<file path="src/rtl/axpy_mem_pkg.sv">
//////////////////////////////
// Vector memory geometry shared by the x and y memories,
// the engine and the top level
//////////////////////////////

package axpy_mem_pkg;

  // Width of one vector element
  localparam int DATA_WIDTH = 32;

  // Elements held in each memory
  localparam int VEC_SIZE = 16;

  // Index width, enough for VEC_SIZE entries
  localparam int IDX_WIDTH = 4;

endpackage

</file>
<file path="src/rtl/axpy_ctrl_pkg.sv">
//////////////////////////////
// Control encodings for the axpy accelerator: engine states,
// host register map and memory select values
//////////////////////////////

package axpy_ctrl_pkg;

  // Engine FSM states
  typedef enum logic [1:0] {
    IDLE,
    READ,
    WRITE,
    FINISH
  } engine_state_e;

  // Host register addresses
  typedef enum logic [1:0] {
    REG_CTRL,
    REG_SCALAR,
    REG_LAST_IDX,
    REG_STATUS
  } reg_addr_e;

  // Target of a host memory access
  typedef enum logic {
    MEM_X,
    MEM_Y
  } mem_sel_e;

  // Bit positions inside REG_CTRL and REG_STATUS
  localparam int CTRL_START_BIT  = 0;
  localparam int STATUS_BUSY_BIT = 0;
  localparam int STATUS_DONE_BIT = 1;

endpackage

</file>
<file path="src/rtl/seq_mem_d1.sv">
//////////////////////////////
// Flat sequential memory, one-cycle registered read and write,
// each acknowledged by a done pulse the cycle after its enable
//////////////////////////////

`timescale 1ns/10ps

module seq_mem_d1 (
  input  logic                                clk,
  input  logic                                reset,
  input  logic [axpy_mem_pkg::IDX_WIDTH-1:0]  addr0,

  input  logic                                read_en,
  output logic [axpy_mem_pkg::DATA_WIDTH-1:0] read_data,
  output logic                                read_done,

  input  logic [axpy_mem_pkg::DATA_WIDTH-1:0] write_data,
  input  logic                                write_en,
  output logic                                write_done
);

  // Storage array
  logic [axpy_mem_pkg::DATA_WIDTH-1:0] mem [axpy_mem_pkg::VEC_SIZE];

  // Registered read output
  logic [axpy_mem_pkg::DATA_WIDTH-1:0] read_q;

  assign read_data = read_q;

  // Read port, output goes undefined once a write is issued
  always_ff @(posedge clk) begin
    if (read_en) begin
      read_q <= mem[addr0];
    end else if (write_en) begin
      read_q <= 'x;
    end
  end

  always_ff @(posedge clk) begin
    if (write_en) begin
      mem[addr0] <= write_data;
    end
  end

  // Completion pulses
  always_ff @(posedge clk) begin
    if (reset) begin
      read_done <= 1'b0;
    end else begin
      read_done <= read_en;
    end
  end

  always_ff @(posedge clk) begin
    if (reset) begin
      write_done <= 1'b0;
    end else begin
      write_done <= write_en;
    end
  end

  // Only one access per cycle
  a_single_access: assert property (
    @(posedge clk) disable iff (reset)
    !(read_en && write_en)
  ) else $error("seq_mem_d1: read and write requested together");

endmodule

</file>
<file path="src/rtl/axpy_cfg_regs.sv">
//////////////////////////////
// Host register block for the axpy engine: scalar, last index,
// start command and sticky done status
//////////////////////////////

`timescale 1ns/10ps

module axpy_cfg_regs (
  input  logic                                clk,
  input  logic                                reset,

  // Host register port
  input  logic                                reg_wr_en,
  input  axpy_ctrl_pkg::reg_addr_e            reg_addr,
  input  logic [axpy_mem_pkg::DATA_WIDTH-1:0] reg_wr_data,
  output logic [axpy_mem_pkg::DATA_WIDTH-1:0] reg_rd_data,

  // Engine side
  input  logic                                busy,
  input  logic                                done,
  output logic                                start,
  output logic [axpy_mem_pkg::DATA_WIDTH-1:0] scalar,
  output logic [axpy_mem_pkg::IDX_WIDTH-1:0]  last_idx
);

  logic [axpy_mem_pkg::DATA_WIDTH-1:0] scalar_q;
  logic [axpy_mem_pkg::IDX_WIDTH-1:0]  last_idx_q;
  logic                                done_q;

  assign scalar   = scalar_q;
  assign last_idx = last_idx_q;

  // Start request is dropped while the engine runs
  assign start = reg_wr_en && (reg_addr == axpy_ctrl_pkg::REG_CTRL) &&
                 reg_wr_data[axpy_ctrl_pkg::CTRL_START_BIT] && !busy;

  always_ff @(posedge clk) begin
    if (reset) begin
      scalar_q   <= '0;
      last_idx_q <= '0;
    end else if (reg_wr_en) begin
      if (reg_addr == axpy_ctrl_pkg::REG_SCALAR) begin
        scalar_q <= reg_wr_data;
      end
      if (reg_addr == axpy_ctrl_pkg::REG_LAST_IDX) begin
        last_idx_q <= reg_wr_data[axpy_mem_pkg::IDX_WIDTH-1:0];
      end
    end
  end

  // Sticky done, set by the engine and cleared by the next start
  always_ff @(posedge clk) begin
    if (reset) begin
      done_q <= 1'b0;
    end else if (done) begin
      done_q <= 1'b1;
    end else if (start) begin
      done_q <= 1'b0;
    end
  end

  // Readback mux
  always_comb begin
    reg_rd_data = '0;
    case (reg_addr)
      axpy_ctrl_pkg::REG_SCALAR: begin
        reg_rd_data = scalar_q;
      end
      axpy_ctrl_pkg::REG_LAST_IDX: begin
        reg_rd_data[axpy_mem_pkg::IDX_WIDTH-1:0] = last_idx_q;
      end
      axpy_ctrl_pkg::REG_STATUS: begin
        reg_rd_data[axpy_ctrl_pkg::STATUS_BUSY_BIT] = busy;
        reg_rd_data[axpy_ctrl_pkg::STATUS_DONE_BIT] = done_q;
      end
      default: begin
        // REG_CTRL reads back as zero
        reg_rd_data = '0;
      end
    endcase
  end

  // An accepted start must put the engine into its busy states
  a_start_taken: assert property (
    @(posedge clk) disable iff (reset)
    start |=> busy
  ) else $error("axpy_cfg_regs: start not taken up by an idle engine");

endmodule

</file>
<file path="src/rtl/axpy_engine.sv">
//////////////////////////////
// axpy engine FSM, computes y[i] = a*x[i] + y[i] over both memories
// and hands the memory ports to the host while idle
//////////////////////////////

`timescale 1ns/10ps

module axpy_engine (
  input  logic                                clk,
  input  logic                                reset,

  // Register block side
  input  logic                                start,
  input  logic [axpy_mem_pkg::DATA_WIDTH-1:0] scalar,
  input  logic [axpy_mem_pkg::IDX_WIDTH-1:0]  last_idx,
  output logic                                busy,
  output logic                                done,

  // Host memory port
  input  axpy_ctrl_pkg::mem_sel_e             host_mem_sel,
  input  logic [axpy_mem_pkg::IDX_WIDTH-1:0]  host_addr,
  input  logic                                host_rd_en,
  input  logic                                host_wr_en,
  input  logic [axpy_mem_pkg::DATA_WIDTH-1:0] host_wr_data,
  output logic [axpy_mem_pkg::DATA_WIDTH-1:0] host_rd_data,
  output logic                                host_rd_done,

  // x memory
  output logic [axpy_mem_pkg::IDX_WIDTH-1:0]  x_addr,
  output logic                                x_rd_en,
  output logic                                x_wr_en,
  output logic [axpy_mem_pkg::DATA_WIDTH-1:0] x_wr_data,
  input  logic [axpy_mem_pkg::DATA_WIDTH-1:0] x_rd_data,
  input  logic                                x_rd_done,

  // y memory
  output logic [axpy_mem_pkg::IDX_WIDTH-1:0]  y_addr,
  output logic                                y_rd_en,
  output logic                                y_wr_en,
  output logic [axpy_mem_pkg::DATA_WIDTH-1:0] y_wr_data,
  input  logic [axpy_mem_pkg::DATA_WIDTH-1:0] y_rd_data,
  input  logic                                y_rd_done,
  input  logic                                y_wr_done
);

  axpy_ctrl_pkg::engine_state_e        state_q;
  axpy_ctrl_pkg::engine_state_e        state_d;
  logic [axpy_mem_pkg::IDX_WIDTH-1:0]  idx_q;
  logic [axpy_mem_pkg::IDX_WIDTH-1:0]  idx_d;
  logic [axpy_mem_pkg::DATA_WIDTH-1:0] mac_result;
  axpy_ctrl_pkg::mem_sel_e             host_sel_q;
  logic                                host_rd_q;
  logic                                idle;
  logic                                host_x;
  logic                                host_y;
  logic                                operands_ready;

  assign idle = (state_q == axpy_ctrl_pkg::IDLE);
  assign busy = !idle;

  // Completion pulse waits for the final y write to land
  assign done = (state_q == axpy_ctrl_pkg::FINISH) && y_wr_done;

  assign host_x = idle && (host_mem_sel == axpy_ctrl_pkg::MEM_X);
  assign host_y = idle && (host_mem_sel == axpy_ctrl_pkg::MEM_Y);

  assign operands_ready = x_rd_done && y_rd_done;

  // Truncated to the data width
  assign mac_result = scalar * x_rd_data + y_rd_data;

  // x is only ever read by the engine
  assign x_addr    = idle ? host_addr : idx_q;
  assign x_rd_en   = idle ? (host_x && host_rd_en) : (state_q == axpy_ctrl_pkg::READ);
  assign x_wr_en   = host_x && host_wr_en;
  assign x_wr_data = host_wr_data;

  assign y_addr    = idle ? host_addr : idx_q;
  assign y_rd_en   = idle ? (host_y && host_rd_en) : (state_q == axpy_ctrl_pkg::READ);
  assign y_wr_en   = idle ? (host_y && host_wr_en)
                          : ((state_q == axpy_ctrl_pkg::WRITE) && operands_ready);
  assign y_wr_data = idle ? host_wr_data : mac_result;

  // Next state and index
  always_comb begin
    state_d = state_q;
    idx_d   = idx_q;
    case (state_q)
      axpy_ctrl_pkg::IDLE: begin
        if (start) begin
          state_d = axpy_ctrl_pkg::READ;
          idx_d   = '0;
        end
      end
      axpy_ctrl_pkg::READ: begin
        state_d = axpy_ctrl_pkg::WRITE;
      end
      axpy_ctrl_pkg::WRITE: begin
        if (operands_ready) begin
          if (idx_q == last_idx) begin
            state_d = axpy_ctrl_pkg::FINISH;
          end else begin
            state_d = axpy_ctrl_pkg::READ;
            idx_d   = idx_q + 1'b1;
          end
        end
      end
      axpy_ctrl_pkg::FINISH: begin
        if (y_wr_done) begin
          state_d = axpy_ctrl_pkg::IDLE;
        end
      end
      default: begin
        state_d = axpy_ctrl_pkg::IDLE;
      end
    endcase
  end

  always_ff @(posedge clk) begin
    if (reset) begin
      state_q <= axpy_ctrl_pkg::IDLE;
      idx_q   <= '0;
    end else begin
      state_q <= state_d;
      idx_q   <= idx_d;
    end
  end

  // Remember which memory the last accepted host read went to
  always_ff @(posedge clk) begin
    if (reset) begin
      host_sel_q <= axpy_ctrl_pkg::MEM_X;
      host_rd_q  <= 1'b0;
    end else begin
      host_rd_q <= idle && host_rd_en;
      if (idle && host_rd_en) begin
        host_sel_q <= host_mem_sel;
      end
    end
  end

  assign host_rd_data = (host_sel_q == axpy_ctrl_pkg::MEM_X) ? x_rd_data : y_rd_data;

  // Engine reads never show up as host read completions
  assign host_rd_done = host_rd_q &&
                        ((host_sel_q == axpy_ctrl_pkg::MEM_X) ? x_rd_done : y_rd_done);

  // Both memories answer an engine read in the following cycle
  a_operands_ready: assert property (
    @(posedge clk) disable iff (reset)
    (state_q == axpy_ctrl_pkg::WRITE) |-> operands_ready
  ) else $error("axpy_engine: read data missing in WRITE");

endmodule

</file>
<file path="src/rtl/axpy_top.sv">
//////////////////////////////
// axpy accelerator top: register block, engine, x and y memories
//////////////////////////////

`timescale 1ns/10ps

module axpy_top (
  input  logic                                clk,
  input  logic                                reset,

  // Host register port
  input  logic                                reg_wr_en,
  input  axpy_ctrl_pkg::reg_addr_e            reg_addr,
  input  logic [axpy_mem_pkg::DATA_WIDTH-1:0] reg_wr_data,
  output logic [axpy_mem_pkg::DATA_WIDTH-1:0] reg_rd_data,

  // Host memory port
  input  axpy_ctrl_pkg::mem_sel_e             host_mem_sel,
  input  logic [axpy_mem_pkg::IDX_WIDTH-1:0]  host_addr,
  input  logic                                host_rd_en,
  input  logic                                host_wr_en,
  input  logic [axpy_mem_pkg::DATA_WIDTH-1:0] host_wr_data,
  output logic [axpy_mem_pkg::DATA_WIDTH-1:0] host_rd_data,
  output logic                                host_rd_done
);

  // Register block to engine
  logic                                start;
  logic                                busy;
  logic                                done;
  logic [axpy_mem_pkg::DATA_WIDTH-1:0] scalar;
  logic [axpy_mem_pkg::IDX_WIDTH-1:0]  last_idx;

  // Engine to memories
  logic [axpy_mem_pkg::IDX_WIDTH-1:0]  x_addr;
  logic                                x_rd_en;
  logic                                x_wr_en;
  logic [axpy_mem_pkg::DATA_WIDTH-1:0] x_wr_data;
  logic [axpy_mem_pkg::DATA_WIDTH-1:0] x_rd_data;
  logic                                x_rd_done;
  logic [axpy_mem_pkg::IDX_WIDTH-1:0]  y_addr;
  logic                                y_rd_en;
  logic                                y_wr_en;
  logic [axpy_mem_pkg::DATA_WIDTH-1:0] y_wr_data;
  logic [axpy_mem_pkg::DATA_WIDTH-1:0] y_rd_data;
  logic                                y_rd_done;
  logic                                y_wr_done;

  axpy_cfg_regs i_cfg_regs (
    .clk         (clk),
    .reset       (reset),
    .reg_wr_en   (reg_wr_en),
    .reg_addr    (reg_addr),
    .reg_wr_data (reg_wr_data),
    .reg_rd_data (reg_rd_data),
    .busy        (busy),
    .done        (done),
    .start       (start),
    .scalar      (scalar),
    .last_idx    (last_idx)
  );

  axpy_engine i_engine (
    .clk          (clk),
    .reset        (reset),
    .start        (start),
    .scalar       (scalar),
    .last_idx     (last_idx),
    .busy         (busy),
    .done         (done),
    .host_mem_sel (host_mem_sel),
    .host_addr    (host_addr),
    .host_rd_en   (host_rd_en),
    .host_wr_en   (host_wr_en),
    .host_wr_data (host_wr_data),
    .host_rd_data (host_rd_data),
    .host_rd_done (host_rd_done),
    .x_addr       (x_addr),
    .x_rd_en      (x_rd_en),
    .x_wr_en      (x_wr_en),
    .x_wr_data    (x_wr_data),
    .x_rd_data    (x_rd_data),
    .x_rd_done    (x_rd_done),
    .y_addr       (y_addr),
    .y_rd_en      (y_rd_en),
    .y_wr_en      (y_wr_en),
    .y_wr_data    (y_wr_data),
    .y_rd_data    (y_rd_data),
    .y_rd_done    (y_rd_done),
    .y_wr_done    (y_wr_done)
  );

  // Only the host writes x, so its write completion goes nowhere
  seq_mem_d1 i_x_mem (
    .clk        (clk),
    .reset      (reset),
    .addr0      (x_addr),
    .read_en    (x_rd_en),
    .read_data  (x_rd_data),
    .read_done  (x_rd_done),
    .write_data (x_wr_data),
    .write_en   (x_wr_en),
    .write_done ()
  );

  seq_mem_d1 i_y_mem (
    .clk        (clk),
    .reset      (reset),
    .addr0      (y_addr),
    .read_en    (y_rd_en),
    .read_data  (y_rd_data),
    .read_done  (y_rd_done),
    .write_data (y_wr_data),
    .write_en   (y_wr_en),
    .write_done (y_wr_done)
  );

endmodule

</file>
<file path="config.mk">
export PLATFORM = sky130hd
export DESIGN_NAME = axpy_top
export DESIGN_NICKNAME = d
export VERILOG_FILES = /design/src/rtl/axpy_mem_pkg.sv /design/src/rtl/axpy_ctrl_pkg.sv /design/src/rtl/seq_mem_d1.sv /design/src/rtl/axpy_cfg_regs.sv /design/src/rtl/axpy_engine.sv /design/src/rtl/axpy_top.sv
export SDC_FILE = /design/constraint.sdc
export NUM_CORES = 2
export LEC_CHECK = 0
export BUFFER_PORTS_ARGS = -buffer_cell sky130_fd_sc_hd__buf_4
export CAP_MARGIN = 30
export CORE_MARGIN = 4
export CORE_UTILIZATION = 50
export CTS_BUF_LIST = sky130_fd_sc_hd__clkbuf_8 sky130_fd_sc_hd__clkbuf_16
export CTS_CLUSTER_DIAMETER = 50
export DETAILED_ROUTE_END_ITERATION = 8
export GPL_TIMING_DRIVEN = 0
export HOLD_SLACK_MARGIN = 0.12
export PLACE_DENSITY = 0.71
export SKIP_LAST_GASP = 1
export SLEW_MARGIN = 30
export SYNTH_ARGS = -nofsm -noshare
export SYNTH_HDL_FRONTEND = slang
export SYNTH_SLANG_ARGS = --single-unit
export TNS_END_PERCENT = 1
</file>
<file path="constraint.sdc">
create_clock -name clk -period 17 [get_ports clk]
set_input_delay 3.4 -clock clk [delete_from_list [all_inputs] [get_ports clk]]
set_output_delay 3.4 -clock clk [all_outputs]
set_load 0.02 [all_outputs]
</file>
==> results.md <==
- Cts hold-fix bufs: 0
- Unrepaired setup endpoints after global routing: false
- CTS max path bufs: 3
- Routed Antenna Nets: 0
- Initial antenna violation count: 15
- Seq/Total Area, Yosys: 55.4%
- DRC: 0
- Reg2reg path depth: 24
- Most common cell after layout, fill and taps aside: edfxtp_1
- Hold Path Class: reg2reg
- Die Ht: approximately 360 um
- Post-CTS sizing: 0
- CTS Root Cell: clkbuf_16
- P&R area growth vs syn: 14.3%
- Crit path time final: approximately 9.4 ns
- CP Data Arrival Time: 9.75 ns
- Final nets: around 5.1k
- Fmax: roughly 110 MHz
- LEAKAGE: about 26 nW
- H-tree levels: 3
- M1 WL: between 60 and 70 mm
- Worst min-delay path startpoint: i_cfg_regs.last_idx[2]
- Clk_lat worst skew: 0.73 ns
- TritonCTS Buffers: 114
- Vias: 36.0k
- Setup crit end kind: flip-flop
- Initial Utilization: 50.5%
- Mapped cell area: slightly above 0.06 mm2
- Slew @ Worst Pin: 1.07 ns
- MaxCap Viol Count: 0
- Worst VDD drop: between 80 and 90 uV
- Share of the synthesized area in the top cell type: 53.8%
- Commonest non-fill, non-tap cells in the layout: edfxtp_1 (1088), inv_1 (503), nand2_1 (466), fa_1 (438), and2_1 (410)
- Ys async rst share: 0%
- Period utilisation layout: between 50% and 60%
- Crit-path max FO: 16
- Dominant cell type by area after synthesis: edfxtp_1
- Fin. max-slew vios: 0
- I/O Buffers: 138
- First-pass GRT wire length: 255 mm
- Vias per cell: 5.87
- Crit path from: i_cfg_regs.scalar[5]
- Reg2Reg Capture Point: i_y_mem.mem[12][31]
- Worst setup path end: i_y_mem.mem[12][31]
- CTS clock-pin slew for the worst setup and hold paths: about 0.06 ns
- Largest net degree at the start of global routing: 24
- # setup viols final: 0
- R2r startpoint: i_cfg_regs.scalar[5]
- Core region area: 0.120 mm2
- WS Path Type: reg2reg
- Global-route total usage across every layer: 27.9%
- Number of distinct library cells after synthesis: 56
- Outcome: complete, no violations
- Grt ovf: 0
- Post-Synthesis Cells: 4105
- FP Rows: 127
- Post-synth EDFFs: 1088
- Post-DP HPWL: 131 mm
- Metal2 WL: 81.8 mm
- Post-DR wirelength/cell: 28.6 um
- Main flop type after synthesis: edfxtp_1
- Met3 layer wire length in the routed design: approximately 20 mm
- Setup TNS: 0 ns
- Slew headroom: 28.5%
- Post-synthesis register bit count: 1136
- Pre-antenna DRT Iters: 6
- Post-CTS setup buffers: 0
- Uppermost layer routed: met5
- Gp weighted congestion: around 1.0
- Syn nets: 4748
- Leading post-synthesis cells by cell area: edfxtp_1 (54%), fa_1 (14%), mux4_2 (9.5%)
- DIE AREA: 0.127 mm2
- Starting DRT DRC Count: 4706
- Detailed Route WL: roughly 180 mm
- Vias in the first global route: 37.2k
- Top Ports: 141
- Synth Area per Inst: around 15 um2
- Crit path required time: 17.36 ns
- DIE WIDTH: around 360 um
- Crit start category: flip-flop
- Final Hold Fails: 0
- TritonCTS clock tree: yes
- Layout cells sized above 1: 17.4%
- # clock sinks: between 1k and 1.5k
- Total Power: 7.30 mW
- Synth Warn #: 0
- Clk_skew: 0.0483 ns
- Power Dens Cells: 105 mW/mm2
- Flop-to-flop setup slack: approximately 7.6 ns
-- critical path: stages, from the launching register on --
cell and delay, ns:
dfxtp_1 0.34, clkbuf_1 0.78, clkbuf_1 0.85, nand2_1 0.17
fa_1 0.43, inv_1 0.09, fa_1 0.41, inv_1 0.08
fa_1 0.43, fa_1 0.49, fa_1 0.55, inv_1 0.05
fa_1 0.45, fa_1 0.65, inv_1 0.09, fa_1 0.49
inv_1 0.05, ha_1 0.32, and4_1 0.27, a221oi_1 0.39
o21ai_1 0.19, a211oi_1 0.32, o31ai_1 0.15, xnor2_1 0.61
a21oi_2 0.35
-- cell families (layout without fill, tap and decap cells) --
| logic type | after synthesis | in the layout | share of synthesized area [%] |
|---|---|---|---|
| buffers and inverters | 720 | 1127 | 4.79 |
| other | 0 | 5 | 0 |
| multiplexers | 295 | 295 | 10.2 |
| XOR/XNOR | 89 | 89 | 1.31 |
| adder cells (fa/ha/maj) | 567 | 567 | 17.1 |
| flip-flops | 1136 | 1136 | 55.4 |
| AO/OA/AOI/OAI | 285 | 285 | 3.01 |
| AND/OR/NAND/NOR | 1013 | 1013 | 8.17 |
-- registers in the layout, summed over array words and instances, names as in the netlist, 2 cells and up --
signal	count
i_x_mem.mem	512
i_y_mem.mem	512
i_cfg_regs.scalar	32
i_x_mem.read_data	32
i_y_mem.read_data	32
i_cfg_regs.last_idx	4
i_engine.idx_q	4
i_engine.state_q	2
-- final cells by class --
cell class              instances  area, um2
clock buffers                 116       2900
clock inverters                98        892
flip-flops and latches       1136      33600
well taps                    1612       2020
plain buffers                 226       1070
repair buffers                193       2440
fillers                      9076      50900
inverters                     494       1850
diodes                          5       12.5
multi-input cells            2249      24500
-- where the power goes --
group | internal, mW | total, mW | switching (mW)
Sequential | 3.12 | 3.17 | 0.0445
Clock | 1.42 | 2.51 | 1.09
Combinational | 0.569 | 1.62 | 1.05
-- metal layers --
layer	global-route usage, %	vias to the layer above
met3	7.92	405
met5	0	-
met4	12.8	8
met2	43.6	2180
met1	36.7	18400
li1	-	14900
-- stage by stage --
stage	utilization [%]	std cells	setup WS (ns)	cell area, um2	hold slack, ns
3_5_place_dp	54.4	5910	7.35	65500	0.488
5_1_grt	57.7	6125	7.37	69300	0.540
4_1_cts	57.6	6124	7.31	69300	0.503
2_1_floorplan	-	4105	9.28	60700	0.445
6_report	57.7	6129	7.61	69400	0.510
3_3_place_gp	53.0	5855	7.29	63800	0.486
-- cell usage after synthesis, drive strengths merged (2+ instances only) --
library cell and number:
fa 438, edfxtp 1088, ha 129, nor3b 2
nand2b 7, o21bai 4, nor2b 5, a21oi 77
o311ai 2, and2 410, o21ai 21, a31oi 68
buf 53, a222oi 2, a211oi 71, inv 494
a221oi 2, nand3b 2, nand4 2, or2 3
mux2i 7, xnor2 63, mux4 256, mux2 32
o21a 5, o31a 2, nand3 21, xor2 25
nor3 15, a22oi 3, a21o 14, clkbuf 173
o31ai 8, nand2 468, nor2 73, dfxtp 48
or3 3
-- how the worst min path moves through the flow --
stage | cells after the start | slack (ns) | endpoint
final | 2 | 0.51 | i_cfg_regs.last_idx[2]
after CTS | 2 | 0.50 | i_cfg_regs.last_idx[2]
after global routing | 2 | 0.54 | i_cfg_regs.done_q
after detailed placement | 2 | 0.49 | i_cfg_regs.last_idx[2]
after global placement | 2 | 0.49 | i_cfg_regs.last_idx[0]
after floorplan | 2 | 0.44 | i_cfg_regs.scalar[31]
Note: power is estimated with default switching activity, not from simulation.
